<file path="src/tcm_pkg.sv">
// Shared constants for the DTCM controller
// RAM size is fixed by RAM_AW, and RAM_BYTES must equal 4 << RAM_AW
// RSP_DEPTH must be a power of two, so the queue pointers wrap on their own
// The byte address is wider than the RAM, and the top part only feeds the range check

package tcm_pkg;

  //////////////////////////////////////////////////////////////////////
  // Data path widths
  localparam int XLEN    = 32;
  localparam int WMASK_W = XLEN / 8;      // One enable per byte lane

  //////////////////////////////////////////////////////////////////////
  // Address space
  localparam int ADDR_W    = 16;          // Byte address on both ICB ports
  localparam int RAM_AW    = 10;          // Word address into the SRAM
  localparam int RAM_BYTES = 4096;

  //////////////////////////////////////////////////////////////////////
  // Access owner, carried down the pipe with every command
  localparam logic OWNER_LSU = 1'b0;
  localparam logic OWNER_EXT = 1'b1;

  //////////////////////////////////////////////////////////////////////
  // Response queue

  localparam int RSP_DEPTH = 2;
  localparam int PTR_W     = $clog2(RSP_DEPTH);
  // Count range is 0..RSP_DEPTH, so one extra bit over the pointers
  localparam int CNT_W     = $clog2(RSP_DEPTH + 1);

endpackage

</file>
<file path="src/tcm_if.sv">


// Completed access, RAM access stage to response queue
interface tcm_rsp_if import tcm_pkg::*; ();
  logic             valid;   // One-cycle push, no ready
  logic [XLEN-1:0]  rdata;
  logic             err;
  logic             owner;
  logic [CNT_W-1:0] space;   // Free queue entries

  modport acc  (output valid, rdata, err, owner, input space);
  modport rbuf (input valid, rdata, err, owner, output space);
endinterface


</file>
<file path="src/tcm_rsp_buffer.sv">
// Response queue of the DTCM controller
// Entries leave in push order. The head entry is shown only on the channel
// of the port that issued it, so a waiting entry for one port blocks the
// other port's responses behind it
// No overflow guard, the RAM access stage pushes only against a credit

`timescale 1ns/1ps

module tcm_rsp_buffer import tcm_pkg::*; (
  input  logic            clk,
  input  logic            rst_n,
  tcm_rsp_if.rbuf         rsp,

  output logic            lsu_rsp_valid,
  input  logic            lsu_rsp_ready,
  output logic            lsu_rsp_err,
  output logic [XLEN-1:0] lsu_rsp_rdata,

  output logic            ext_rsp_valid,
  input  logic            ext_rsp_ready,
  output logic            ext_rsp_err,
  output logic [XLEN-1:0] ext_rsp_rdata
);

  logic [XLEN-1:0]  ent_rdata [RSP_DEPTH];
  logic             ent_err   [RSP_DEPTH];
  logic             ent_owner [RSP_DEPTH];

  logic [PTR_W-1:0] wptr;
  logic [PTR_W-1:0] rptr;
  logic [CNT_W-1:0] count;
  logic             not_empty;
  logic             pop;

  assign not_empty = count != '0;
  assign rsp.space = CNT_W'(RSP_DEPTH) - count;   // Credit back to RAM access

  //////////////////////////////////////////////////////////////////////
  // Head entry steered to its owner

  assign lsu_rsp_valid = not_empty & (ent_owner[rptr] == OWNER_LSU);
  assign ext_rsp_valid = not_empty & (ent_owner[rptr] == OWNER_EXT);
  assign lsu_rsp_err   = ent_err[rptr];
  assign ext_rsp_err   = ent_err[rptr];
  assign lsu_rsp_rdata = ent_rdata[rptr];
  assign ext_rsp_rdata = ent_rdata[rptr];

  assign pop = (lsu_rsp_valid & lsu_rsp_ready) | (ext_rsp_valid & ext_rsp_ready);

  always_ff @(posedge clk) begin
    if (!rst_n) begin
      wptr  <= '0;
      rptr  <= '0;
      count <= '0;
    end else begin
      if (rsp.valid) begin
        wptr <= wptr + 1'b1;
      end
      if (pop) begin
        rptr <= rptr + 1'b1;
      end
      count <= count + CNT_W'(rsp.valid) - CNT_W'(pop);
    end
  end

  always_ff @(posedge clk) begin
    if (rsp.valid) begin
      ent_rdata[wptr] <= rsp.rdata;
      ent_err[wptr]   <= rsp.err;
      ent_owner[wptr] <= rsp.owner;
    end
  end

endmodule

</file>
<file path="src/flat_wrapper.sv">
// flat-port wrapper written by rule: the top's interface ports become plain ports
module tcm_rsp_buffer_flat import tcm_pkg::*;
  (clk, rst_n, lsu_rsp_valid, lsu_rsp_ready, lsu_rsp_err, lsu_rsp_rdata, ext_rsp_valid, ext_rsp_ready, ext_rsp_err, ext_rsp_rdata, rsp_valid, rsp_rdata, rsp_err, rsp_owner, rsp_space);
  tcm_rsp_if rsp_i ();
  input  logic clk;
  input  logic rst_n;
  output logic lsu_rsp_valid;
  input  logic lsu_rsp_ready;
  output logic lsu_rsp_err;
  output logic [XLEN-1:0] lsu_rsp_rdata;
  output logic ext_rsp_valid;
  input  logic ext_rsp_ready;
  output logic ext_rsp_err;
  output logic [XLEN-1:0] ext_rsp_rdata;
  input wire logic [$bits(rsp_i.valid)-1:0] rsp_valid;
  input wire logic [$bits(rsp_i.rdata)-1:0] rsp_rdata;
  input wire logic [$bits(rsp_i.err)-1:0] rsp_err;
  input wire logic [$bits(rsp_i.owner)-1:0] rsp_owner;
  output wire logic [$bits(rsp_i.space)-1:0] rsp_space;
  assign rsp_i.valid = rsp_valid;
  assign rsp_i.rdata = rsp_rdata;
  assign rsp_i.err = rsp_err;
  assign rsp_i.owner = rsp_owner;
  assign rsp_space = rsp_i.space;
  tcm_rsp_buffer u_core (.clk(clk), .rst_n(rst_n), .rsp(rsp_i), .lsu_rsp_valid(lsu_rsp_valid), .lsu_rsp_ready(lsu_rsp_ready), .lsu_rsp_err(lsu_rsp_err), .lsu_rsp_rdata(lsu_rsp_rdata), .ext_rsp_valid(ext_rsp_valid), .ext_rsp_ready(ext_rsp_ready), .ext_rsp_err(ext_rsp_err), .ext_rsp_rdata(ext_rsp_rdata));
endmodule
</file>
<file path="config.mk">
export PLATFORM = sky130hd
export DESIGN_NAME = tcm_rsp_buffer_flat
export DESIGN_NICKNAME = d
export VERILOG_FILES = /design/src/tcm_pkg.sv /design/src/tcm_if.sv /design/src/tcm_rsp_buffer.sv /design/src/flat_wrapper.sv
export SDC_FILE = /design/constraint.sdc
export NUM_CORES = 1
export LEC_CHECK = 0
export ABC_AREA = 1
export ABC_CLOCK_PERIOD_IN_PS = 2800
export BUFFER_PORTS_ARGS = -buffer_cell sky130_fd_sc_hd__buf_2
export CAP_MARGIN = 15
export CORE_MARGIN = 2
export CORE_UTILIZATION = 40
export CTS_CLUSTER_DIAMETER = 80
export DETAILED_ROUTE_END_ITERATION = 8
export GPL_ROUTABILITY_DRIVEN = 1
export GPL_TIMING_DRIVEN = 0
export PLACE_DENSITY = 0.67
export RECOVER_POWER = 100
export SLEW_MARGIN = 40
export SYNTH_ARGS = -nofsm -noshare
export SYNTH_HDL_FRONTEND = slang
export SYNTH_SLANG_ARGS = --single-unit
</file>
<file path="constraint.sdc">
create_clock -name clk -period 2.8 [get_ports clk]
set_input_delay 0.42 -clock clk [delete_from_list [all_inputs] [get_ports clk]]
set_output_delay 0.42 -clock clk [all_outputs]
set_load 0.02 [all_outputs]
</file>
==> out/metrics.csv <==
stage,metric,value,unit
layout,Multi-input gate area,523.0,µm²
detailed_routing,DRT Pass-1 Iters,4,
detailed_routing,routed wire length,5451,µm
global_routing,GRT Total Usage,13.26,%
global_routing,initial antenna violation count,0,
sta,Final Hold Viols,0,
sta,RSZ-0062 raised after global routing,false,
worst_hold_path,Hold Crit Class,in -> reg,
floorplanning,Core Footprint,0.007253,mm²
place,gpl congestion,0.6945,
layout,Reg area,0.002142,mm²
logic_synthesis,Syn Inst Count,247,
place,IO buf count,108,
logic_synthesis,Mapped Avg Cell Area,12.11,µm²
layout,post-route cell area,0.003735,mm²
detailed_routing,via count,2008,
sta,max-slew violations,0,
layout,"commonest non-fill, non-tap cells in the layout","105 x nand2_1, 82 x clkbuf_1, 68 x edfxtp_1, 34 x buf_4, 32 x buf_2",
worst_setup_path,RR Startpoint,u_core.wptr,
logic_synthesis,Yosys warning count,0,
clock_network,Post-CTS Resized,0,
floorplanning,Die H,90.47,µm
place,dpl cell area,0.003677,mm²
logic_synthesis,#FFs+latches synth,73,
clock_network,# H-tree levels,3,
global_routing,GRT overflow,0,
clock_network,cts hold-fix bufs,0,
layout,layout cell share with drive strength beyond 1,22.64,%
detailed_routing,remaining antenna violation count,0,
logic_synthesis,Synthesized Nets,288,
layout,n_diodes,0,
global_routing,pin count of the biggest net entering global routing,35,
worst_setup_path,cells along the critical path,"buf_6, clkinvlp_2, clkbuf_1, nand2_1, nand2_1, buf_4, clkbuf_1",
sta,Max Fclk,423.1,MHz
worst_setup_path,crit path capture type,output port,
clock_network,clock slew seen by the registers of the worst setup and hold paths,80,ps
pwr,leakage,0.001572,µW
flow_run,Max Cap Viol,0,
worst_setup_path,CP required,2380,ps
sta,minimum clock period,2363,ps
run_status,run status,"complete, no violations",
clock_network,setup bufs post-CTS,0,
global_routing,first-pass GRT wire length,8280,µm
clock_network,Num CTS Buffers,9,
detailed_routing,drt wl/cell,11.60,µm
detailed_routing,Residual DRC,0,
clock_network,CTS tree,built,
layout,fin util,51.49,%
worst_setup_path,Crit path largest cell delay,450,ps
floorplanning,DIE AREA,0.008184,mm²
worst_setup_path,slowest CP cell,clkbuf_1,
floorplanning,Core Rows,31,
layout,"commonest non-fill, non-tap cell in the layout",nand2_1,
floorplanning,I/O Pins,109,
sta,Slew @ Worst Pin,1416,ps
sta,Setup TNS,0,ps
worst_hold_path,beginning of the worst hold path,rsp_rdata[13],
worst_setup_path,"Max FO, Critical Path",10,
sta,Rel. slew slack,5.463,%
logic_synthesis,register area share after synthesis,71.63,%
worst_setup_path,Worst EP arrival,1940,ps
detailed_routing,initial DRC count,41,
floorplanning,Initial Util,41.23,%
detailed_routing,vias per cell,4.272,
sta,Final Setup Violations,0,
worst_setup_path,CP Class,reg -> out,
clock_network,# clock sinks,73,
pwr,P per Cell Area,913.3,mW/mm²
clock_network,Worst-Skew Late Latency,330,ps
sta,final worst-path cycle share,84.41,%
clock_network,Max Buffers Root-to-Sink,2,
place,Post-DP HPWL,3757,µm
logic_synthesis,Mapped Area,0.002990,mm²
sta,clk_skew,6.820,ps
logic_synthesis,Netlist cell types,20,
layout,Layout fillers,705,
pwr,Max VDD drop,408.4,µV
layout,NumNets Final,408,
clock_network,Clock Tree Root,clkbuf_8,
worst_setup_path,Startpoint Class,register,
layout,area delta synth->final,24.90,%
global_routing,vias in the first global route,1821,
floorplanning,Chip Width,90.47,µm
pwr,"Power, Total",3411,µW
[where the power goes]
part           internal, µW  switching [µW]  total [µW]
combinational           454             907        1360
sequential             1280            25.8        1300
clock                   398             350         748
total                  2130            1280        3410
[synthesized netlist by cell type (all sizes together)]
| library cell | count | share of area, % |
|---|---|---|
| a21oi | 2 | 0.33 |
| nor2 | 7 | 0.88 |
| and2 | 1 | 0.21 |
| nand4 | 1 | 0.21 |
| ha | 2 | 0.84 |
| o21ai | 1 | 0.17 |
| dfxtp | 5 | 3.3 |
| inv | 8 | 1.1 |
| nand2 | 107 | 14 |
| clkbuf | 5 | 0.63 |
| xor2 | 2 | 0.59 |
| nand3 | 2 | 0.50 |
| buf | 36 | 9.1 |
| edfxtp | 68 | 68 |
[path summary, 6_finish.rpt]
check | slack (ps) | depth (start not counted) | to
min reg2reg | 510 | 2 | u_core.wptr
min | 270 | 1 | u_core.ent_rdata[1][13]
max reg2reg | 460 | 2 | u_core.ent_rdata[0][29]
max | 440 | 7 | lsu_rsp_rdata[30]
[critical path, delay by kind of cell, from the launching register on]
family / cells / cell delay [ps]
buffers and inverters: 5 / 1110
flip-flops: 1 / 310
AND/OR/NAND/NOR: 2 / 200
[per-layer routing]
| layer | wire, µm | track usage [%] |
|---|---|---|
| met3 | 416 | 4.591 |
| met4 | 68 | 6.538 |
| met2 | 2758 | 23.01 |
| met1 | 2208 | 14.39 |
| met5 | 0 | 0 |
[kinds of logic after synthesis]
logic type               Yosys count  share of synthesized area (%)
AO/OA/AOI/OAI                      3                         0.5019
XOR/XNOR                           2                         0.5859
adder cells (fa/ha/maj)            2                         0.8367
buffers and inverters             49                          10.79
flip-flops                        73                          71.63
AND/OR/NAND/NOR                  118                          15.65
[through the flow]
step / hold WS, ps / worst slack [ps] / cells
finish: 273.1 / 436.5 / 470
global route: 250.2 / 224.7 / 470
CTS: 254.6 / 573.8 / 470
detailed placement: 510.4 / 950.0 / 455
global placement: 486.3 / -536.3 / 454
floorplan: 472.7 / 481.6 / 247
[sequential cells by signal, summed over array words and instances, names as in the netlist, named ones only]
| name | cells |
|---|---|
| u_core.count | 2 |
| u_core.ent_err | 2 |
| u_core.ent_owner | 2 |
| u_core.ent_rdata | 64 |
| u_core.rptr | 1 |
| u_core.wptr | 1 |
[cell type report]
type	count	area share (%)
Sequential cell	73	57.35
Tap cell	99	3.317
Inverter	8	0.8375
Clock inverter	5	1.273
Buffer	41	7.739
Timing Repair Buffer	109	12.06
Multi-Input combinational cell	125	14.00
Clock buffer	10	3.417
No activity file was read; power rests on OpenSTA's default activity.
