$ cat config.mk
export PLATFORM = sky130hd
export DESIGN_NAME = tcm_icb_arbiter_flat
export DESIGN_NICKNAME = d
export VERILOG_FILES = /design/src/tcm_pkg.sv /design/src/tcm_if.sv /design/src/tcm_icb_arbiter.sv /design/src/flat_wrapper.sv
export SDC_FILE = /design/constraint.sdc
export NUM_CORES = 1
export LEC_CHECK = 0
export ABC_AREA = 1
export BUFFER_PORTS_ARGS = -buffer_cell sky130_fd_sc_hd__buf_2
export CAP_MARGIN = 20
export CORE_AREA = 2 2 65 67
export CTS_CLUSTER_SIZE = 16
export DETAILED_ROUTE_END_ITERATION = 7
export DIE_AREA = 0 0 67 69
export GPL_TIMING_DRIVEN = 0
export PLACE_DENSITY_LB_ADDON = 0.25
export SYNTH_ARGS = -nofsm -noshare
export SYNTH_HDL_FRONTEND = slang
export SYNTH_SLANG_ARGS = --single-unit
$ cat constraint.sdc
create_clock -name clk -period 1.3 [get_ports clk]
set_input_delay 0.13 -clock clk [delete_from_list [all_inputs] [get_ports clk]]
set_output_delay 0.13 -clock clk [all_outputs]
set_load 0.01 [all_outputs]
$ cat src/tcm_pkg.sv
// Shared constants for the DTCM controller
// RAM size is fixed by RAM_AW, and RAM_BYTES must equal 4 << RAM_AW
// RSP_DEPTH must be a power of two, so the queue pointers wrap on their own
// The byte address is wider than the RAM, and the top part only feeds the range check

package tcm_pkg;

  //////////////////////////////////////////////////////////////////////
  // Data path widths
  localparam int XLEN    = 32;
  localparam int WMASK_W = XLEN / 8;      // One enable per byte lane

  //////////////////////////////////////////////////////////////////////
  // Address space
  localparam int ADDR_W    = 16;          // Byte address on both ICB ports
  localparam int RAM_AW    = 10;          // Word address into the SRAM
  localparam int RAM_BYTES = 4096;

  //////////////////////////////////////////////////////////////////////
  // Access owner, carried down the pipe with every command
  localparam logic OWNER_LSU = 1'b0;
  localparam logic OWNER_EXT = 1'b1;

  //////////////////////////////////////////////////////////////////////
  // Response queue

  localparam int RSP_DEPTH = 2;
  localparam int PTR_W     = $clog2(RSP_DEPTH);
  // Count range is 0..RSP_DEPTH, so one extra bit over the pointers
  localparam int CNT_W     = $clog2(RSP_DEPTH + 1);

endpackage

$ cat src/tcm_if.sv
// Internal links between the pipeline stages of the DTCM controller
// Command link uses valid/ready, response link is a push with credit
// Links to the SRAM are plain strobes, with read data one cycle later

`timescale 1ns/1ps

// Granted command, arbiter to RAM access stage
interface tcm_cmd_if import tcm_pkg::*; ();
  logic              valid;
  logic              ready;
  logic [ADDR_W-1:0] addr;
  logic              read;
  logic [XLEN-1:0]   wdata;
  logic [WMASK_W-1:0] wmask;
  logic              owner;

  modport arb (output valid, addr, read, wdata, wmask, owner, input ready);
  modport acc (input valid, addr, read, wdata, wmask, owner, output ready);
endinterface


$ cat src/tcm_icb_arbiter.sv
// Round-robin arbiter for the LSU and external-agent ICB command channels
// Grant is combinational. A request that waits on ready keeps its grant,
// so masters must hold valid and fields until the transfer
// After reset the external port counts as last granted

`timescale 1ns/1ps

module tcm_icb_arbiter import tcm_pkg::*; (
  input  logic               clk,
  input  logic               rst_n,

  input  logic               lsu_cmd_valid,
  output logic               lsu_cmd_ready,
  input  logic [ADDR_W-1:0]  lsu_cmd_addr,
  input  logic               lsu_cmd_read,
  input  logic [XLEN-1:0]    lsu_cmd_wdata,
  input  logic [WMASK_W-1:0] lsu_cmd_wmask,

  input  logic               ext_cmd_valid,
  output logic               ext_cmd_ready,
  input  logic [ADDR_W-1:0]  ext_cmd_addr,
  input  logic               ext_cmd_read,
  input  logic [XLEN-1:0]    ext_cmd_wdata,
  input  logic [WMASK_W-1:0] ext_cmd_wmask,

  tcm_cmd_if.arb             cmd
);

  logic last_ext;   // Port granted on the last transfer
  logic locked;     // Previous cycle stalled with a grant out
  logic lock_ext;
  logic rr_ext;
  logic grant_ext;

  // Prefer ext unless lsu also asks and ext went last
  assign rr_ext    = ext_cmd_valid & (~lsu_cmd_valid | ~last_ext);
  assign grant_ext = locked ? lock_ext : rr_ext;

  assign cmd.valid = lsu_cmd_valid | ext_cmd_valid;
  assign cmd.addr  = grant_ext ? ext_cmd_addr  : lsu_cmd_addr;
  assign cmd.read  = grant_ext ? ext_cmd_read  : lsu_cmd_read;
  assign cmd.wdata = grant_ext ? ext_cmd_wdata : lsu_cmd_wdata;
  assign cmd.wmask = grant_ext ? ext_cmd_wmask : lsu_cmd_wmask;
  assign cmd.owner = grant_ext ? OWNER_EXT : OWNER_LSU;

  assign lsu_cmd_ready = cmd.ready & ~grant_ext;
  assign ext_cmd_ready = cmd.ready &  grant_ext;

  always_ff @(posedge clk) begin
    if (!rst_n) begin
      last_ext <= 1'b1;
      locked   <= 1'b0;
      lock_ext <= 1'b0;
    end else begin
      locked   <= cmd.valid & ~cmd.ready;   // Freeze grant across a stall
      lock_ext <= grant_ext;
      if (cmd.valid && cmd.ready) begin
        last_ext <= grant_ext;
      end
    end
  end

endmodule

$ cat src/flat_wrapper.sv
// flat-port wrapper written by rule: the top's interface ports become plain ports
module tcm_icb_arbiter_flat import tcm_pkg::*;
  (clk, rst_n, lsu_cmd_valid, lsu_cmd_ready, lsu_cmd_addr, lsu_cmd_read, lsu_cmd_wdata, lsu_cmd_wmask, ext_cmd_valid, ext_cmd_ready, ext_cmd_addr, ext_cmd_read, ext_cmd_wdata, ext_cmd_wmask, cmd_valid, cmd_addr, cmd_read, cmd_wdata, cmd_wmask, cmd_owner, cmd_ready);
  tcm_cmd_if cmd_i ();
  input  logic clk;
  input  logic rst_n;
  input  logic lsu_cmd_valid;
  output logic lsu_cmd_ready;
  input  logic [ADDR_W-1:0] lsu_cmd_addr;
  input  logic lsu_cmd_read;
  input  logic [XLEN-1:0] lsu_cmd_wdata;
  input  logic [WMASK_W-1:0] lsu_cmd_wmask;
  input  logic ext_cmd_valid;
  output logic ext_cmd_ready;
  input  logic [ADDR_W-1:0] ext_cmd_addr;
  input  logic ext_cmd_read;
  input  logic [XLEN-1:0] ext_cmd_wdata;
  input  logic [WMASK_W-1:0] ext_cmd_wmask;
  output wire logic [$bits(cmd_i.valid)-1:0] cmd_valid;
  output wire logic [$bits(cmd_i.addr)-1:0] cmd_addr;
  output wire logic [$bits(cmd_i.read)-1:0] cmd_read;
  output wire logic [$bits(cmd_i.wdata)-1:0] cmd_wdata;
  output wire logic [$bits(cmd_i.wmask)-1:0] cmd_wmask;
  output wire logic [$bits(cmd_i.owner)-1:0] cmd_owner;
  input wire logic [$bits(cmd_i.ready)-1:0] cmd_ready;
  assign cmd_valid = cmd_i.valid;
  assign cmd_addr = cmd_i.addr;
  assign cmd_read = cmd_i.read;
  assign cmd_wdata = cmd_i.wdata;
  assign cmd_wmask = cmd_i.wmask;
  assign cmd_owner = cmd_i.owner;
  assign cmd_i.ready = cmd_ready;
  tcm_icb_arbiter u_core (.clk(clk), .rst_n(rst_n), .lsu_cmd_valid(lsu_cmd_valid), .lsu_cmd_ready(lsu_cmd_ready), .lsu_cmd_addr(lsu_cmd_addr), .lsu_cmd_read(lsu_cmd_read), .lsu_cmd_wdata(lsu_cmd_wdata), .lsu_cmd_wmask(lsu_cmd_wmask), .ext_cmd_valid(ext_cmd_valid), .ext_cmd_ready(ext_cmd_ready), .ext_cmd_addr(ext_cmd_addr), .ext_cmd_read(ext_cmd_read), .ext_cmd_wdata(ext_cmd_wdata), .ext_cmd_wmask(ext_cmd_wmask), .cmd(cmd_i));
endmodule
==> results.toml <==
[outcome]
status = "complete, but fails checks"
violations = "negative setup slack"

[floorplan]
rows = 23
io_pins = 168
dieWidth_um = 67
die_h_um = 69
core_um2 = 3914
die_area_um2 = 4623
start_util_pct = 24.23

[layout]
n_fill_cell = 421
finish.instance_area_um2 = 2148
layout_common_cells = "buf_2 (164), nand2_1 (85), nand3_1 (54), nand2_2 (27), buf_6 (16)"
drive_gt1_share_pct = 60.73
final_common_cell = "buf_2"
synthToLayoutAreaGrowth_pct = 126.5
nets = 494
antennaDiodeCount = 0
final_util_pct = 54.89

[timing]
drv_slew = 0
setup_tns_ns = -4.657
max_slew.worst_pin.slew_ns = 0.1585
fin_crit_ns = 1.413
rsz0062_at_grt = "yes"
setup_slack_ns = -0.1131
max_freq_ghz = 0.7077
hold_viol_final = 0
fin_worst_skew_ns = 0.0001109
fin_crit_sh_pct = 108.7
maxSlewHeadroom_pct = 89.35
final-setup-viol-count = 54

[synth]
yosysSeqAreaShare_pct = 6.332
syn_nets = 312
post_synth.cell_area_avg_um2 = 4.718
yosys_warnings = 0
synthCells = 201
yosysUniqueCellTypes = 12
ys_ff_latch = 3
netlist_area_um2 = 948.4

[routing]
via_count = 1892
wl_per_cell_um = 11.02
drt_first_pass_iters = 4
drt_iter0_drc = 57
drc = 0
drtAntennaViolNets = 0
vias_per_cell = 4.380
wl_um = 4762

[critical_path]
start_kind = "flip-flop"
r2r_start = "u_core.last_ext"
cp-end-kind = "output port"
crit_cells = 8
startpoint = "u_core.last_ext"
r2r_setup_slack_ns = 0.13
cpLargestDelayFamily = "buffers and inverters"
cp_max_fo = 4
cp_data_arrival_time_ns = 1.28
reg2reg_depth = 8
cp_slowest_cell = "dfxtp_2"
reg2reg_to = "u_core.last_ext"
crit_end = "cmd_wmask[3]"
crit_type = "reg -> out"
cp_slowest_stage_delay_ns = 0.33
path_cells = "nand2_2 > nand3_4 > nand2_4 > buf_4 > buf_4 > nand2_1 > nand2_1 > buf_2"
crit_required_ns = 1.17
critPathBufInv = 3

[power]
switching_share_pct = 40.64
p_total_mw = 1.322
pwr-share-clk_pct = 21.2
leakage_nw = 1.408
intPower_mw = 0.7849
power_density_nw_per_um2 = 615.4
p_comb_share_pct = 70.8
switchingPower_mw = 0.5373
peakVddDrop_uv = 606.2
seqPwrFrac_pct = 8.0

[placed_design]
port_buffers = 167
place_ws_ns = 0.08402
place_congestion = 0.6892
placed_cell_area_um2 = 1847
dp_hpwl_um = 3576

[cts]
htreeDepth = 1
clk_pin_slew_worst_paths_ns = 0.03
cts_buffers = 3
cts.sink_count = 3
cts_tree = "built"
clk-insertion-delay-late_ns = 0.22
hold_buffers = 0
cts_root_buf = "clkbuf_8"
clockBufferDepth = 2

[global_route]
grt_pass1_wl_um = 7162
antenna_found_initial = 0
overflow = 0
grt_pass1_vias = 1670
grt_max_degree = 11
grt_util_all_layers_pct = 18.85

[run]
cap_violations = 0

[worst_hold_path]
hold_class = "in -> reg"
## cell families (layout without fill, tap and decap cells)
group / count (synthesis) / in the layout / share of synthesized area [%]
buf+inv: 24 / 205 / 16.36
compound gates: 2 / 2 / 1.055
simple gates: 172 / 172 / 76.25
flops: 3 / 3 / 6.333
## what timing repair did
action	in CTS	in global routing
endpoints found under the setup margin	49	56
cloned	5	0
hold endpoints to repair	0	0
setup buffers	3	2
pin swaps	0	5
gates resized for setup	33	32
## worst min-delay path by stage
stage	start	endpoint	cells after the start
floorplan	cmd_ready	u_core.locked	1
global placement	cmd_ready	u_core.locked	2
detailed placement	cmd_ready	u_core.locked	2
CTS	cmd_ready	u_core.locked	2
global route	cmd_ready	u_core.locked	2
finish	cmd_ready	u_core.locked	2
## sequential cells by signal, indices dropped and copies added (netlist names)
signal	flops
u_core.locked	1
u_core.last_ext	1
u_core.lock_ext	1
## layout make-up
cell class                      instances  area [um2]  area share [%]
Inverter                                6       22.52           1.048
Tap cell                               50       62.56           2.912
Multi-Input combinational cell        174       819.5           38.15
Timing Repair Buffer                  177       944.7           43.97
Sequential cell                         3       62.56           2.912
Clock buffer                            4       45.04           2.097
Buffer                                 18       191.4           8.911
## synth_stat cells (all sizes together)
cell type	number	share of area [%]
nand2	113	45
nand3	55	30
buf	18	14
inv	6	2.4
dfxtp	3	6.3
a21oi	2	1.1
nor2	2	0.79
nor3	1	0.53
or2	1	0.66
## worst register-to-register path: stages (launching register included)
cell and delay [ns]:
dfxtp_2 0.33, nand2_2 0.07, nand3_4 0.08, nand2_4 0.07, buf_4 0.16, buf_4 0.14, buf_4 0.13, nand2_1 0.05
nand2_1 0.05
## through the flow
stage | instances | hold WS [ns]
2_1_floorplan | 201 | 0.2083
3_3_place_gp | 418 | 0.3287
3_5_place_dp | 418 | 0.3301
4_1_cts | 430 | 0.1074
5_1_grt | 432 | 0.1302
6_report | 432 | 0.1091
## power by group through the flow
stage,combinational [mW],clock [mW],sequential (mW)
final,0.937,0.280,0.105
after global routing,1.04,0.287,0.106
after CTS,0.878,0.286,0.103
after detailed placement,0.805,0,0.103
after global placement,0.798,0,0.103
after floorplan,0.417,0,0.103
## layer usage
metal  GRT usage (%)  part of all wire, %  vias to the layer above
met5               0                    0                        -
met4           3.401                 0.29                        0
met3           1.958                  9.1                        2
met2           38.83                   54                       91
met1           19.35                   36                      797
li1                -                    -                     1002
Power figures use the tool's default switching activity.
