<file path="config.mk">
export PLATFORM = sky130hd
export DESIGN_NAME = tcm_ram_access_flat
export DESIGN_NICKNAME = d
export VERILOG_FILES = /design/src/tcm_pkg.sv /design/src/tcm_if.sv /design/src/tcm_ram_access.sv /design/src/flat_wrapper.sv
export SDC_FILE = /design/constraint.sdc
export NUM_CORES = 1
export LEC_CHECK = 0
export BUFFER_PORTS_ARGS = -buffer_cell sky130_fd_sc_hd__buf_2
export CORE_AREA = 2 2 68 70
export CTS_BUF_LIST = sky130_fd_sc_hd__clkbuf_8
export CTS_CLUSTER_DIAMETER = 30
export DETAILED_ROUTE_END_ITERATION = 10
export DIE_AREA = 0 0 70 72
export RECOVER_POWER = 100
export SLEW_MARGIN = 10
export SYNTH_ARGS = -nofsm -noshare
export SYNTH_HDL_FRONTEND = slang
export SYNTH_SLANG_ARGS = --single-unit
</file>
<file path="constraint.sdc">
create_clock -name clk -period 3.46 [get_ports clk]
set_input_delay 0.692 -clock clk [delete_from_list [all_inputs] [get_ports clk]]
set_output_delay 0.692 -clock clk [all_outputs]
set_load 0.005 [all_outputs]
</file>
<file path="src/tcm_pkg.sv">
// Shared constants for the DTCM controller
// RAM size is fixed by RAM_AW, and RAM_BYTES must equal 4 << RAM_AW
// RSP_DEPTH must be a power of two, so the queue pointers wrap on their own
// The byte address is wider than the RAM, and the top part only feeds the range check

package tcm_pkg;

  //////////////////////////////////////////////////////////////////////
  // Data path widths
  localparam int XLEN    = 32;
  localparam int WMASK_W = XLEN / 8;      // One enable per byte lane

  //////////////////////////////////////////////////////////////////////
  // Address space
  localparam int ADDR_W    = 16;          // Byte address on both ICB ports
  localparam int RAM_AW    = 10;          // Word address into the SRAM
  localparam int RAM_BYTES = 4096;

  //////////////////////////////////////////////////////////////////////
  // Access owner, carried down the pipe with every command
  localparam logic OWNER_LSU = 1'b0;
  localparam logic OWNER_EXT = 1'b1;

  //////////////////////////////////////////////////////////////////////
  // Response queue

  localparam int RSP_DEPTH = 2;
  localparam int PTR_W     = $clog2(RSP_DEPTH);
  // Count range is 0..RSP_DEPTH, so one extra bit over the pointers
  localparam int CNT_W     = $clog2(RSP_DEPTH + 1);

endpackage

</file>
<file path="src/tcm_if.sv">
// Internal links between the pipeline stages of the DTCM controller
// Command link uses valid/ready, response link is a push with credit
// Links to the SRAM are plain strobes, with read data one cycle later

`timescale 1ns/1ps

// Granted command, arbiter to RAM access stage
interface tcm_cmd_if import tcm_pkg::*; ();
  logic              valid;
  logic              ready;
  logic [ADDR_W-1:0] addr;
  logic              read;
  logic [XLEN-1:0]   wdata;
  logic [WMASK_W-1:0] wmask;
  logic              owner;

  modport arb (output valid, addr, read, wdata, wmask, owner, input ready);
  modport acc (input valid, addr, read, wdata, wmask, owner, output ready);
endinterface

// Completed access, RAM access stage to response queue
interface tcm_rsp_if import tcm_pkg::*; ();
  logic             valid;   // One-cycle push, no ready
  logic [XLEN-1:0]  rdata;
  logic             err;
  logic             owner;
  logic [CNT_W-1:0] space;   // Free queue entries

  modport acc  (output valid, rdata, err, owner, input space);
  modport rbuf (input valid, rdata, err, owner, output space);
endinterface

// SRAM macro port
interface tcm_ram_if import tcm_pkg::*; ();
  logic               cs;
  logic               we;
  logic [RAM_AW-1:0]  addr;
  logic [WMASK_W-1:0] wem;
  logic [XLEN-1:0]    din;
  logic [XLEN-1:0]    dout;

  modport ctl (output cs, we, addr, wem, din, input dout);
  modport mem (input cs, we, addr, wem, din, output dout);
endinterface

</file>
<file path="src/tcm_ram_access.sv">
// RAM access stage of the DTCM controller
// Accepts a command only while the response queue has a free entry left
// after counting the access still in flight. The SRAM is strobed on the
// accepting edge, and the result is pushed into the queue one cycle later
// Out-of-range addresses never touch the SRAM and return err with zero data

`timescale 1ns/1ps

module tcm_ram_access import tcm_pkg::*; (
  input  logic   clk,
  input  logic   rst_n,
  tcm_cmd_if.acc cmd,
  tcm_rsp_if.acc rsp,
  tcm_ram_if.ctl ram
);

  logic accept;
  logic in_range;

  // Access between SRAM strobe and queue push
  logic pend_vld;
  logic pend_err;
  logic pend_read;
  logic pend_owner;

  //////////////////////////////////////////////////////////////////////
  // Command side

  // Credit check, the pending access already owns one free entry
  assign cmd.ready = rsp.space > CNT_W'(pend_vld);
  assign accept    = cmd.valid & cmd.ready;
  assign in_range  = cmd.addr < ADDR_W'(RAM_BYTES);

  assign ram.cs   = accept & in_range;
  assign ram.we   = ~cmd.read;
  assign ram.addr = cmd.addr[RAM_AW+1:2];   // Word address
  assign ram.wem  = cmd.wmask;
  assign ram.din  = cmd.wdata;

  always_ff @(posedge clk) begin
    if (!rst_n) begin
      pend_vld <= 1'b0;
    end else begin
      pend_vld <= accept;
    end
  end

  always_ff @(posedge clk) begin
    if (accept) begin
      pend_err   <= ~in_range;
      pend_read  <= cmd.read;
      pend_owner <= cmd.owner;
    end
  end

  //////////////////////////////////////////////////////////////////////
  // Response push

  assign rsp.valid = pend_vld;
  assign rsp.err   = pend_err;
  assign rsp.owner = pend_owner;
  assign rsp.rdata = (pend_read && !pend_err) ? ram.dout : '0;   // Zero for writes

endmodule

</file>
<file path="src/flat_wrapper.sv">
// flat-port wrapper written by rule: the top's interface ports become plain ports
module tcm_ram_access_flat import tcm_pkg::*;
  (clk, rst_n, cmd_valid, cmd_addr, cmd_read, cmd_wdata, cmd_wmask, cmd_owner, cmd_ready, rsp_valid, rsp_rdata, rsp_err, rsp_owner, rsp_space, ram_cs, ram_we, ram_addr, ram_wem, ram_din, ram_dout);
  tcm_cmd_if cmd_i ();
  tcm_rsp_if rsp_i ();
  tcm_ram_if ram_i ();
  input  logic clk;
  input  logic rst_n;
  input wire logic [$bits(cmd_i.valid)-1:0] cmd_valid;
  input wire logic [$bits(cmd_i.addr)-1:0] cmd_addr;
  input wire logic [$bits(cmd_i.read)-1:0] cmd_read;
  input wire logic [$bits(cmd_i.wdata)-1:0] cmd_wdata;
  input wire logic [$bits(cmd_i.wmask)-1:0] cmd_wmask;
  input wire logic [$bits(cmd_i.owner)-1:0] cmd_owner;
  output wire logic [$bits(cmd_i.ready)-1:0] cmd_ready;
  output wire logic [$bits(rsp_i.valid)-1:0] rsp_valid;
  output wire logic [$bits(rsp_i.rdata)-1:0] rsp_rdata;
  output wire logic [$bits(rsp_i.err)-1:0] rsp_err;
  output wire logic [$bits(rsp_i.owner)-1:0] rsp_owner;
  input wire logic [$bits(rsp_i.space)-1:0] rsp_space;
  output wire logic [$bits(ram_i.cs)-1:0] ram_cs;
  output wire logic [$bits(ram_i.we)-1:0] ram_we;
  output wire logic [$bits(ram_i.addr)-1:0] ram_addr;
  output wire logic [$bits(ram_i.wem)-1:0] ram_wem;
  output wire logic [$bits(ram_i.din)-1:0] ram_din;
  input wire logic [$bits(ram_i.dout)-1:0] ram_dout;
  assign cmd_i.valid = cmd_valid;
  assign cmd_i.addr = cmd_addr;
  assign cmd_i.read = cmd_read;
  assign cmd_i.wdata = cmd_wdata;
  assign cmd_i.wmask = cmd_wmask;
  assign cmd_i.owner = cmd_owner;
  assign cmd_ready = cmd_i.ready;
  assign rsp_valid = rsp_i.valid;
  assign rsp_rdata = rsp_i.rdata;
  assign rsp_err = rsp_i.err;
  assign rsp_owner = rsp_i.owner;
  assign rsp_i.space = rsp_space;
  assign ram_cs = ram_i.cs;
  assign ram_we = ram_i.we;
  assign ram_addr = ram_i.addr;
  assign ram_wem = ram_i.wem;
  assign ram_din = ram_i.din;
  assign ram_i.dout = ram_dout;
  tcm_ram_access u_core (.clk(clk), .rst_n(rst_n), .cmd(cmd_i), .rsp(rsp_i), .ram(ram_i));
endmodule
</file>
==> results.cfg, run 1 <==
[clocking]
cts_tree = built
cts_resized = 0
post_cts.repair.setup_buffers = 0
root_buffer = clkbuf_8
clk_pin_slew_ns = 0.04
cts_buffers = 3
ctsHoldBuffers = 0
cts.htree.levels = 1
cts.sinks = 4
ctsLongestPathBuffers = 2
clk_latency_ns = 0.22

[critical_path]
crit_fanout = 32
crit_required_ns = 2.77
critPathArrivalTime_ns = 1.72
cp-end-kind = primary output
critPathKind = reg2out
crit_slowest_cell = clkbuf_1
cpPeakStageDelay_ns = 0.67
crit_chain = nor2b_1 > clkbuf_1 > and2_1 > clkbuf_1
critPathLaunchType = register
timing.critical_path.mode_cell = clkbuf_1

[drt]
drt-total-wl_um = 1719
via_per_inst = 3.508
post-route-drc-count = 0
vias = 642
wire_per_inst_um = 9.393
drt_pass1_iterations = 2
drt_iter0_drc = 3
ant_nets = 0

[yosys]
yosys_warnings = 0
synth-seq-cells = 4
ys_types = 12
synth_fp_nets = 187
avgSynthCellArea_um2 = 7.797
syn-instance-count = 95
syn_area_um2 = 740.7
synth_seq_area_share_pct = 14.86

[grt]
grt_max_degree = 33
grt_use_total_pct = 5.757
antenna_found_initial = 0
grt_pass1_vias = 485
overflow = 0
grt_pass1_wl_um = 2249

[placement]
gp_congestion = 0.5686
placed_area_um2 = 857.1
place_inst = 179
port-buffer-count = 80

[flow_run]
maxCapViolCount = 0

[floorplan]
die_area_um2 = 5040
die_h_um = 72
io_pins = 175
core_area_um2 = 4264
fp.dieW_um = 70
rows = 24
start_util_pct = 17.37

[cells_and_area]
finalNonFillerCells = 183
n_fill_cell = 493
stdcell_area_um2 = 875.8
diodes = 0
drive_gt1_share_pct = 54.96
syn2layout_area_growth_pct = 18.24
multi_input_area_um2 = 254.0
seq_area_um2 = 110.1
nets = 224

[run_status]
status = complete, no violations

[pwr]
power.density_nw_per_um2 = 237.3
total_leakage_power_nw = 0.5087
peakVddDrop_mv = 0.08862

[sta]
holdWs_ns = 0.6485
finalHoldViolations = 0
max_slew_margin_pct = 41.36
rsz0062_at_grt = no
fin_crit_ns = 2.409
maxSlewViolCount = 0
skew_ns = 0.008006
tns_ns = 0
setup_viol_count_final = 0
fmax_mhz = 415.1
worstMarginPinSlew_ns = 0.8796
min_period_over_period_pct = 69.62

[min_path]
hold_path_class = in2reg
-- sequential cells by signal, summed over array words and instances, names as in the netlist --
register	count
u_core.rsp.owner	1
u_core.pend_read	1
u_core.rsp.err	1
u_core.rsp.valid	1
-- cells in the final DEF, fill, tap and decap left out --
cell	instances
and2_1	21
nor3b_1	1
o21bai_1	1
dfxtp_1	1
inv_1	4
edfxtp_1	3
and2_0	12
buf_2	69
ha_1	1
clkbuf_1	12
nor2b_1	1
and3_1	1
or4_1	1
clkbuf_8	3
-- worst max-delay path, delay by kind of cell (launching register included) --
kind	cells	cell delay, ns
buf+inv	2	0.80
simple gates	2	0.33
flops	1	0.37
-- per-layer routing --
metal  track usage [%]  part of all wire [%]  vias up  wire length, um
li1                  -                     -      313                -
met3             4.444                    23       16              392
met5                 0                     0        -                0
met4             6.197                   5.9        0              101
met2             7.937                    38       78              661
met1             5.126                    33      235              564
-- cells in the mapped netlist --
cell type | instances | share of area (%)
clkbuf_1 | 3 | 1.5
o21bai_1 | 1 | 1.0
inv_1 | 3 | 1.5
nor3b_2 | 1 | 1.7
nor2b_1 | 1 | 0.85
or4_4 | 1 | 1.5
dfxtp_1 | 1 | 2.7
edfxtp_1 | 3 | 12
and2_1 | 33 | 28
ha_1 | 1 | 1.7
and3_1 | 1 | 0.85
buf_4 | 46 | 47
-- report_power, final --
group          switching (W)  internal, W
Combinational      0.0000193    0.0000309
Sequential       0.000000745    0.0000551
Clock              0.0000260    0.0000758
-- cell families (layout without fill, tap and decap cells) --
family	Yosys count	after routing	share of synthesized area, %
buf+inv	52	88	49.66
simple gates	37	37	32.77
flops	4	4	14.87
fa+ha+maj	1	1	1.689
compound gates	1	1	1.014
-- final cells by class --
cell class	count	share of cell area [%]
timing repair buffer	81	44.57
multi-input combinational	39	29.00
sequential	4	12.57
tap	52	7.429
clock buffer	3	4.714
inverter	3	1.286
clock inverter	1	0.4286
-- stage by stage --
step / setup WS, ns / util [%] / power (W)
global route: 0.7618 / 20.54 / 0.0002221
finish: 1.051 / 20.54 / 0.0002079
detailed placement: 1.113 / 20.10 / 0.0001103
CTS: 1.109 / 21.16 / 0.0002141
global placement: 1.105 / 20.10 / 0.0001096
floorplan: 1.360 / - / 0.0001172
-- final timing paths --
path                                 endpoint  slack, ns  depth (start not counted)                         from
setup / recovery                rsp_rdata[23]       1.05                          4     u_core.rsp.err$_DFFE_PP_
setup reg to reg     u_core.rsp.err$_DFFE_PP_       2.11                          3  u_core.rsp.valid$_SDFF_PN0_
hold reg to reg   u_core.rsp.valid$_SDFF_PN0_       0.75                          3  u_core.rsp.valid$_SDFF_PN0_
hold / removal     u_core.rsp.owner$_DFFE_PP_       0.65                          1                    cmd_owner
Note: power is estimated with default switching activity, not from simulation.
==> run 2: changes to the inputs <==
--- a/config.mk
+++ b/config.mk
@@ -6,11 +6,12 @@
 export NUM_CORES = 1
 export LEC_CHECK = 0
 export BUFFER_PORTS_ARGS = -buffer_cell sky130_fd_sc_hd__buf_2
-export CORE_AREA = 2 2 68 70
+export CORE_AREA = 2 2 67 69
 export CTS_BUF_LIST = sky130_fd_sc_hd__clkbuf_8
 export CTS_CLUSTER_DIAMETER = 30
 export DETAILED_ROUTE_END_ITERATION = 10
-export DIE_AREA = 0 0 70 72
+export DIE_AREA = 0 0 69 71
+export PLACE_DENSITY = 0.67
 export RECOVER_POWER = 100
 export SLEW_MARGIN = 10
 export SYNTH_ARGS = -nofsm -noshare
==> constraint.sdc (replaced) <==
create_clock -name clk -period 2.4 [get_ports clk]
set_input_delay 0.48 -clock clk [delete_from_list [all_inputs] [get_ports clk]]
set_output_delay 0.48 -clock clk [all_outputs]
set_load 0.005 [all_outputs]
==> run 2 against run 1 <==
Effect of this change:
- utilization is 0.29 points higher
- critical path type is now in2out
- largest cell class unchanged
- sequential share of layout area stayed put
- count of clock-buffer cells in the layout stayed put
==> results.cfg, run 2 (same netlist as run 1, synthesis figures left out) <==
[run_status]
status = complete, no violations

[critical_path]
timing.critical_path.mode_cell = buf_2
crit_chain = buf_2 > or4_1 > nor3b_1 > buf_2
critPathArrivalTime_ns = 1.47
crit_fanout = 2
crit_required_ns = 1.92
crit_end = ram_cs
regToRegSetupSlack_ns = 1.04
critPathLaunchType = input port
critPathLaunch = cmd_addr[14]
reg2reg_depth = 3
cpPeakStageDelay_ns = 0.57
crit_slowest_cell = or4_1
critPathKind = in2out
rr_startpoint = u_core.rsp.valid$_SDFF_PN0_
cp-end-kind = primary output
r2r-end = u_core.rsp.err$_DFFE_PP_

[drt]
drt_pass1_iterations = 4
via_per_inst = 3.596
vias = 658
ant_nets = 0
drt-total-wl_um = 1646
drt_iter0_drc = 8
post-route-drc-count = 0
wire_per_inst_um = 8.995

[grt]
grt_max_degree = 33
grt_pass1_vias = 553
antenna_found_initial = 0
grt_pass1_wl_um = 2428
grt_use_total_pct = 5.986
overflow = 0

[clocking]
post_cts.repair.setup_buffers = 0
root_buffer = clkbuf_8
clk_latency_ns = 0.22
cts_resized = 0
ctsHoldBuffers = 0
clk_pin_slew_ns = 0.04
cts_tree = built
cts.sinks = 4
ctsLongestPathBuffers = 2
cts_buffers = 3
cts.htree.levels = 1

[floorplan]
core_area_um2 = 4204
io_pins = 175
rows = 24
die_h_um = 71
start_util_pct = 17.62
die_area_um2 = 4899
fp.dieW_um = 69

[cells_and_area]
multi_input_area_um2 = 254.0
layout_common_cells = 68 x buf_2, 19 x and2_1, 14 x and2_0, 11 x clkbuf_1, 4 x inv_1
nets = 224
stdcell_area_um2 = 875.8
syn2layout_area_growth_pct = 18.24
finalNonFillerCells = 183
seq_area_um2 = 110.1
layout_commonest_cell = buf_2
diodes = 0
drive_gt1_share_pct = 54.96
n_fill_cell = 470

[sta]
max_slew_margin_pct = 73.12
finalHoldViolations = 0
rsz0062_at_grt = no
maxSlewViolCount = 0
tns_ns = 0
setup_ws_ns = 0.4481
fmax_mhz = 512.3
setup_viol_count_final = 0
worstMarginPinSlew_ns = 0.4032
skew_ns = 0.005306
fin_crit_ns = 1.952
min_period_over_period_pct = 81.33

[placement]
port-buffer-count = 80
gp_congestion = 0.6075
placed_area_um2 = 857.1
preCtsSetupSlack_ns = 0.5018
hpwl_um = 1372
place_inst = 179

[pwr]
peakVddDrop_mv = 0.1077
power.density_nw_per_um2 = 339.8
total_leakage_power_nw = 0.5074

[min_path]
hold_path_class = in2reg

[flow_run]
maxCapViolCount = 0
run 2: cell type report:
class / instances / share of cell area (%)
repair buffers: 81 / 44.57
clock inverters: 1 / 0.4286
multi-input cells: 39 / 29.00
flip-flops and latches: 4 / 12.57
well taps: 52 / 7.429
clock buffers: 3 / 4.714
inverters: 3 / 1.286
run 2: worst min-delay path by stage:
stage               from                          to  slack (ns)  cells after the start
6_report       cmd_owner  u_core.rsp.owner$_DFFE_PP_        0.45                      1
5_1_grt        cmd_owner  u_core.rsp.owner$_DFFE_PP_        0.44                      1
4_1_cts        cmd_owner  u_core.rsp.owner$_DFFE_PP_        0.44                      1
3_5_place_dp   cmd_owner  u_core.rsp.owner$_DFFE_PP_        0.67                      1
3_3_place_gp   cmd_owner  u_core.rsp.owner$_DFFE_PP_        0.66                      1
2_1_floorplan   cmd_read  u_core.pend_read$_DFFE_PP_        0.58                      0
run 2: per-layer routing:
layer	part of all wire, %	wire [um]	GRT usage (%)	vias to the layer above
li1	-	-	-	313
met1	33	540	5.077	269
met2	45	746	10.36	64
met3	20	324	3.134	12
met4	2.1	34	5.011	0
met5	0	0	0	-
run 2: worst max-delay path: cells and delay by family:
family	cells	cell delay (ns)
buf+inv	2	0.23
simple gates	2	0.76
run 2: power breakdown:
| part | switching [W] | internal, W |
|---|---|---|
| combinational | 0.0000280 | 0.0000443 |
| sequential | 0.00000128 | 0.0000795 |
| clock | 0.0000355 | 0.000109 |
run 2: per-stage QoR:
step / hold WS (ns) / util, % / total power (W)
2_1_floorplan: 0.5789 / - / 0.0001689
3_3_place_gp: 0.6572 / 20.39 / 0.0001569
6_report: 0.4498 / 20.83 / 0.0002976
3_5_place_dp: 0.6685 / 20.39 / 0.0001584
5_1_grt: 0.4368 / 20.83 / 0.0003177
4_1_cts: 0.4416 / 21.46 / 0.0003074
==> run 3: changes to the inputs <==
--- a/config.mk
+++ b/config.mk
@@ -5,13 +5,14 @@
 export SDC_FILE = /design/constraint.sdc
 export NUM_CORES = 1
 export LEC_CHECK = 0
+export ABC_AREA = 1
 export BUFFER_PORTS_ARGS = -buffer_cell sky130_fd_sc_hd__buf_2
 export CORE_AREA = 2 2 67 69
 export CTS_BUF_LIST = sky130_fd_sc_hd__clkbuf_8
 export CTS_CLUSTER_DIAMETER = 30
 export DETAILED_ROUTE_END_ITERATION = 10
 export DIE_AREA = 0 0 69 71
-export PLACE_DENSITY = 0.67
+export PLACE_DENSITY = 0.73
 export RECOVER_POWER = 100
 export SLEW_MARGIN = 10
 export SYNTH_ARGS = -nofsm -noshare
==> constraint.sdc (replaced) <==
create_clock -name clk -period 1.7 [get_ports clk]
set_input_delay 0.34 -clock clk [delete_from_list [all_inputs] [get_ports clk]]
set_output_delay 0.34 -clock clk [all_outputs]
set_load 0.005 [all_outputs]
==> run 3 against run 2 <==
Effect of this change:
- worst hold slack worse by 0.14 ns
- critical endpoint unchanged
- utilization grew 2.2 points
- area after synthesis rose by 19%
- flip-flop and latch count is the same
- power is 53% higher
- cell count grew 21%
- combinational power rose by 81%
- register-to-register slack worse by 0.57 ns
- critical path type is now reg2out
- via count is 21% higher
- die area stayed put
- global-route usage up 2.0 points
==> results.cfg, run 3 <==
[yosys]
synth_compound_area_share_pct = 0.5674
synth_top_area_share_pct = 39.15
synth-xor-area-share_pct = 0
synth_area_leaders = buf_4 39%, nor2_2 21%, inv_1 16%
avgSynthCellArea_um2 = 6.583
synth_mux_area_share_pct = 0
syn-instance-count = 134
synth_common_cells = 46 x buf_4, 38 x inv_1, 30 x nor2_2, 6 x nor2_1
synth_top_family_by_area = buffers and inverters
yosys.area_share.simple_pct = 26.38
synth-seq-cells = 4
synthAdderAreaFrac_pct = 1.418
yosysTopAreaCell = buf_4
synth_fp_nets = 226
ys_types = 12
synth-edff-count = 3
yosys_warnings = 0
synth_flop_cell = edfxtp_1
synthArstFlopShare_pct = 0
synth_most_common_cell = buf_4
syn_area_um2 = 882.1
synth_seq_area_share_pct = 12.48

[grt]
grt_pass1_vias = 717
grt_max_degree = 33
grt_pass1_wl_um = 3201
grt_use_total_pct = 8.023
overflow = 0
antenna_found_initial = 0

[drt]
via_per_inst = 3.572
ant_nets = 0
wire_per_inst_um = 9.153
vias = 793
drt_iter0_drc = 21
drt_pass1_iterations = 3
drt-total-wl_um = 2032
post-route-drc-count = 0

[critical_path]
critPathArrivalTime_ns = 1.22
crit_chain = ha_1 > nand2_1 > nand3_1 > nor2_1 > clkbuf_1
critPathLaunchType = register
cp-end-kind = primary output
crit_fanout = 3
crit_required_ns = 1.36
critPathKind = reg2out
regToRegSetupSlack_ns = 0.47
crit_family = simple AND/OR/NAND/NOR gates
cpPeakStageDelay_ns = 0.30
crit_slowest_cell = dfxtp_1
timing.critical_path.buf_inv = 1

[sta]
maxSlewViolCount = 0
min_period_over_period_pct = 91.71
finalHoldViolations = 0
worstMarginPinSlew_ns = 0.2803
holdWs_ns = 0.3113
max_slew_margin_pct = 81.31
tns_ns = 0
setup_ws_ns = 0.1409
setup_viol_count_final = 0
skew_ns = 0.003670
fmax_mhz = 641.4
rsz0062_at_grt = no
fin_crit_ns = 1.559

[cells_and_area]
finish.utilization_pct = 23.07
drive_gt1_share_pct = 50.00
n_fill_cell = 482
syn2layout_area_growth_pct = 9.929
layout_commonest_cell = buf_2
diodes = 0
nets = 263
seq_area_um2 = 110.1
stdcell_area_um2 = 969.7
multi_input_area_um2 = 215.2
layout_common_cells = 62 x buf_2, 39 x inv_1, 20 x nor2_1, 16 x nor2_2, 15 x clkbuf_1

[clocking]
root_buffer = clkbuf_8
clk_latency_ns = 0.22
clk_pin_slew_ns = 0.04
cts.htree.levels = 1
cts.sinks = 4
ctsLongestPathBuffers = 2
cts_buffers = 3
cts_tree = built

[floorplan]
start_util_pct = 20.98
die_h_um = 71
die_area_um2 = 4899
io_pins = 175
fp.dieW_um = 69
rows = 24
core_area_um2 = 4204

[placement]
hpwl_um = 1706
preCtsSetupSlack_ns = 0.1913
gp_congestion = 0.5535
placed_area_um2 = 975.9
port-buffer-count = 80

[min_path]
hold_path_class = in2reg

[pwr]
power.switching_w = 0.0001226
power_frac_seq_pct = 25.2
clkPwrFrac_pct = 46.0
peakVddDrop_mv = 0.5000
p_sw_share_pct = 26.89
internal_power_w = 0.0003332
total_leakage_power_nw = 0.6659
power.density_nw_per_um2 = 470.0
p_comb_share_pct = 28.8

[flow_run]
maxCapViolCount = 0

[run_status]
status = complete, no violations
run 3: cell count changes in the layout (fill, tap and decap cells not counted), moves of 3 or more:
| cell | delta |
|---|---|
| and2_1 | -19 |
| and2_0 | -14 |
| inv_1 | +35 |
| buf_2 | -6 |
| clkbuf_1 | +4 |
| nand2_1 | +3 |
| nor2_2 | +16 |
| nor2_1 | +20 |
run 3: repair_timing:
item                                    CTS  global route
resized for setup                         0             1
endpoints found under the setup margin    0            21
hold buffers                              0             0
buffers inserted                          0             0
run 3: logic make-up (layout without fill, tap and decap cells):
| kind of cell | Yosys count | after routing |
|---|---|---|
| buffers and inverters | 87 | 123 |
| AOI/OAI and AO/OA | 1 | 1 |
| DFF | 4 | 4 |
| and+or+nand+nor | 41 | 41 |
| adders and majority gates | 1 | 1 |
run 3: final timing paths:
path,from,to,cells after the start
max,u_core.rsp.valid$_SDFF_PN0_,ram_cs,5
min,cmd_owner,u_core.rsp.owner$_DFFE_PP_,1
max reg2reg,u_core.rsp.valid$_SDFF_PN0_,u_core.rsp.err$_DFFE_PP_,4
min reg2reg,u_core.rsp.valid$_SDFF_PN0_,u_core.rsp.valid$_SDFF_PN0_,4
run 3: power by group through the flow:
| stage | Sequential [W] | Clock (W) | Combinational (W) |
|---|---|---|---|
| floorplan | 0.000116 | 0 | 0.000154 |
| global placement | 0.000116 | 0 | 0.000140 |
| detailed placement | 0.000116 | 0 | 0.000142 |
| CTS | 0.000115 | 0.000213 | 0.000143 |
| global route | 0.000115 | 0.000228 | 0.000150 |
| finish | 0.000115 | 0.000210 | 0.000131 |
run 3: layout make-up:
cell class,count,area share (%)
sequential,4,11.35
inverter,38,14.71
clock buffer,3,4.258
tap,52,6.710
timing repair buffer,81,40.39
multi-input combinational,43,22.19
clock inverter,1,0.3871
run 3: per-layer routing:
| metal | routed length (um) | global-route usage (%) | vias up |
|---|---|---|---|
| met2 | 878 | 13.14 | 80 |
| met4 | 62 | 4.139 | 0 |
| li1 | - | - | 392 |
| met5 | 0 | 0 | - |
| met3 | 420 | 6.268 | 12 |
| met1 | 671 | 7.174 | 309 |
run 3: worst register-to-register path, delay by kind of cell, from the launching register on:
family        cells  cell delay, ns
buf+inv           1            0.15
simple gates      2            0.20
flops             1            0.30
fa+ha+maj         1            0.28
run 3: metrics by stage:
step / instances / total power (W)
6_report: 222 / 0.0004558
5_1_grt: 222 / 0.0004928
2_1_floorplan: 134 / 0.0002706
3_3_place_gp: 218 / 0.0002552
4_1_cts: 222 / 0.0004708
3_5_place_dp: 218 / 0.0002584
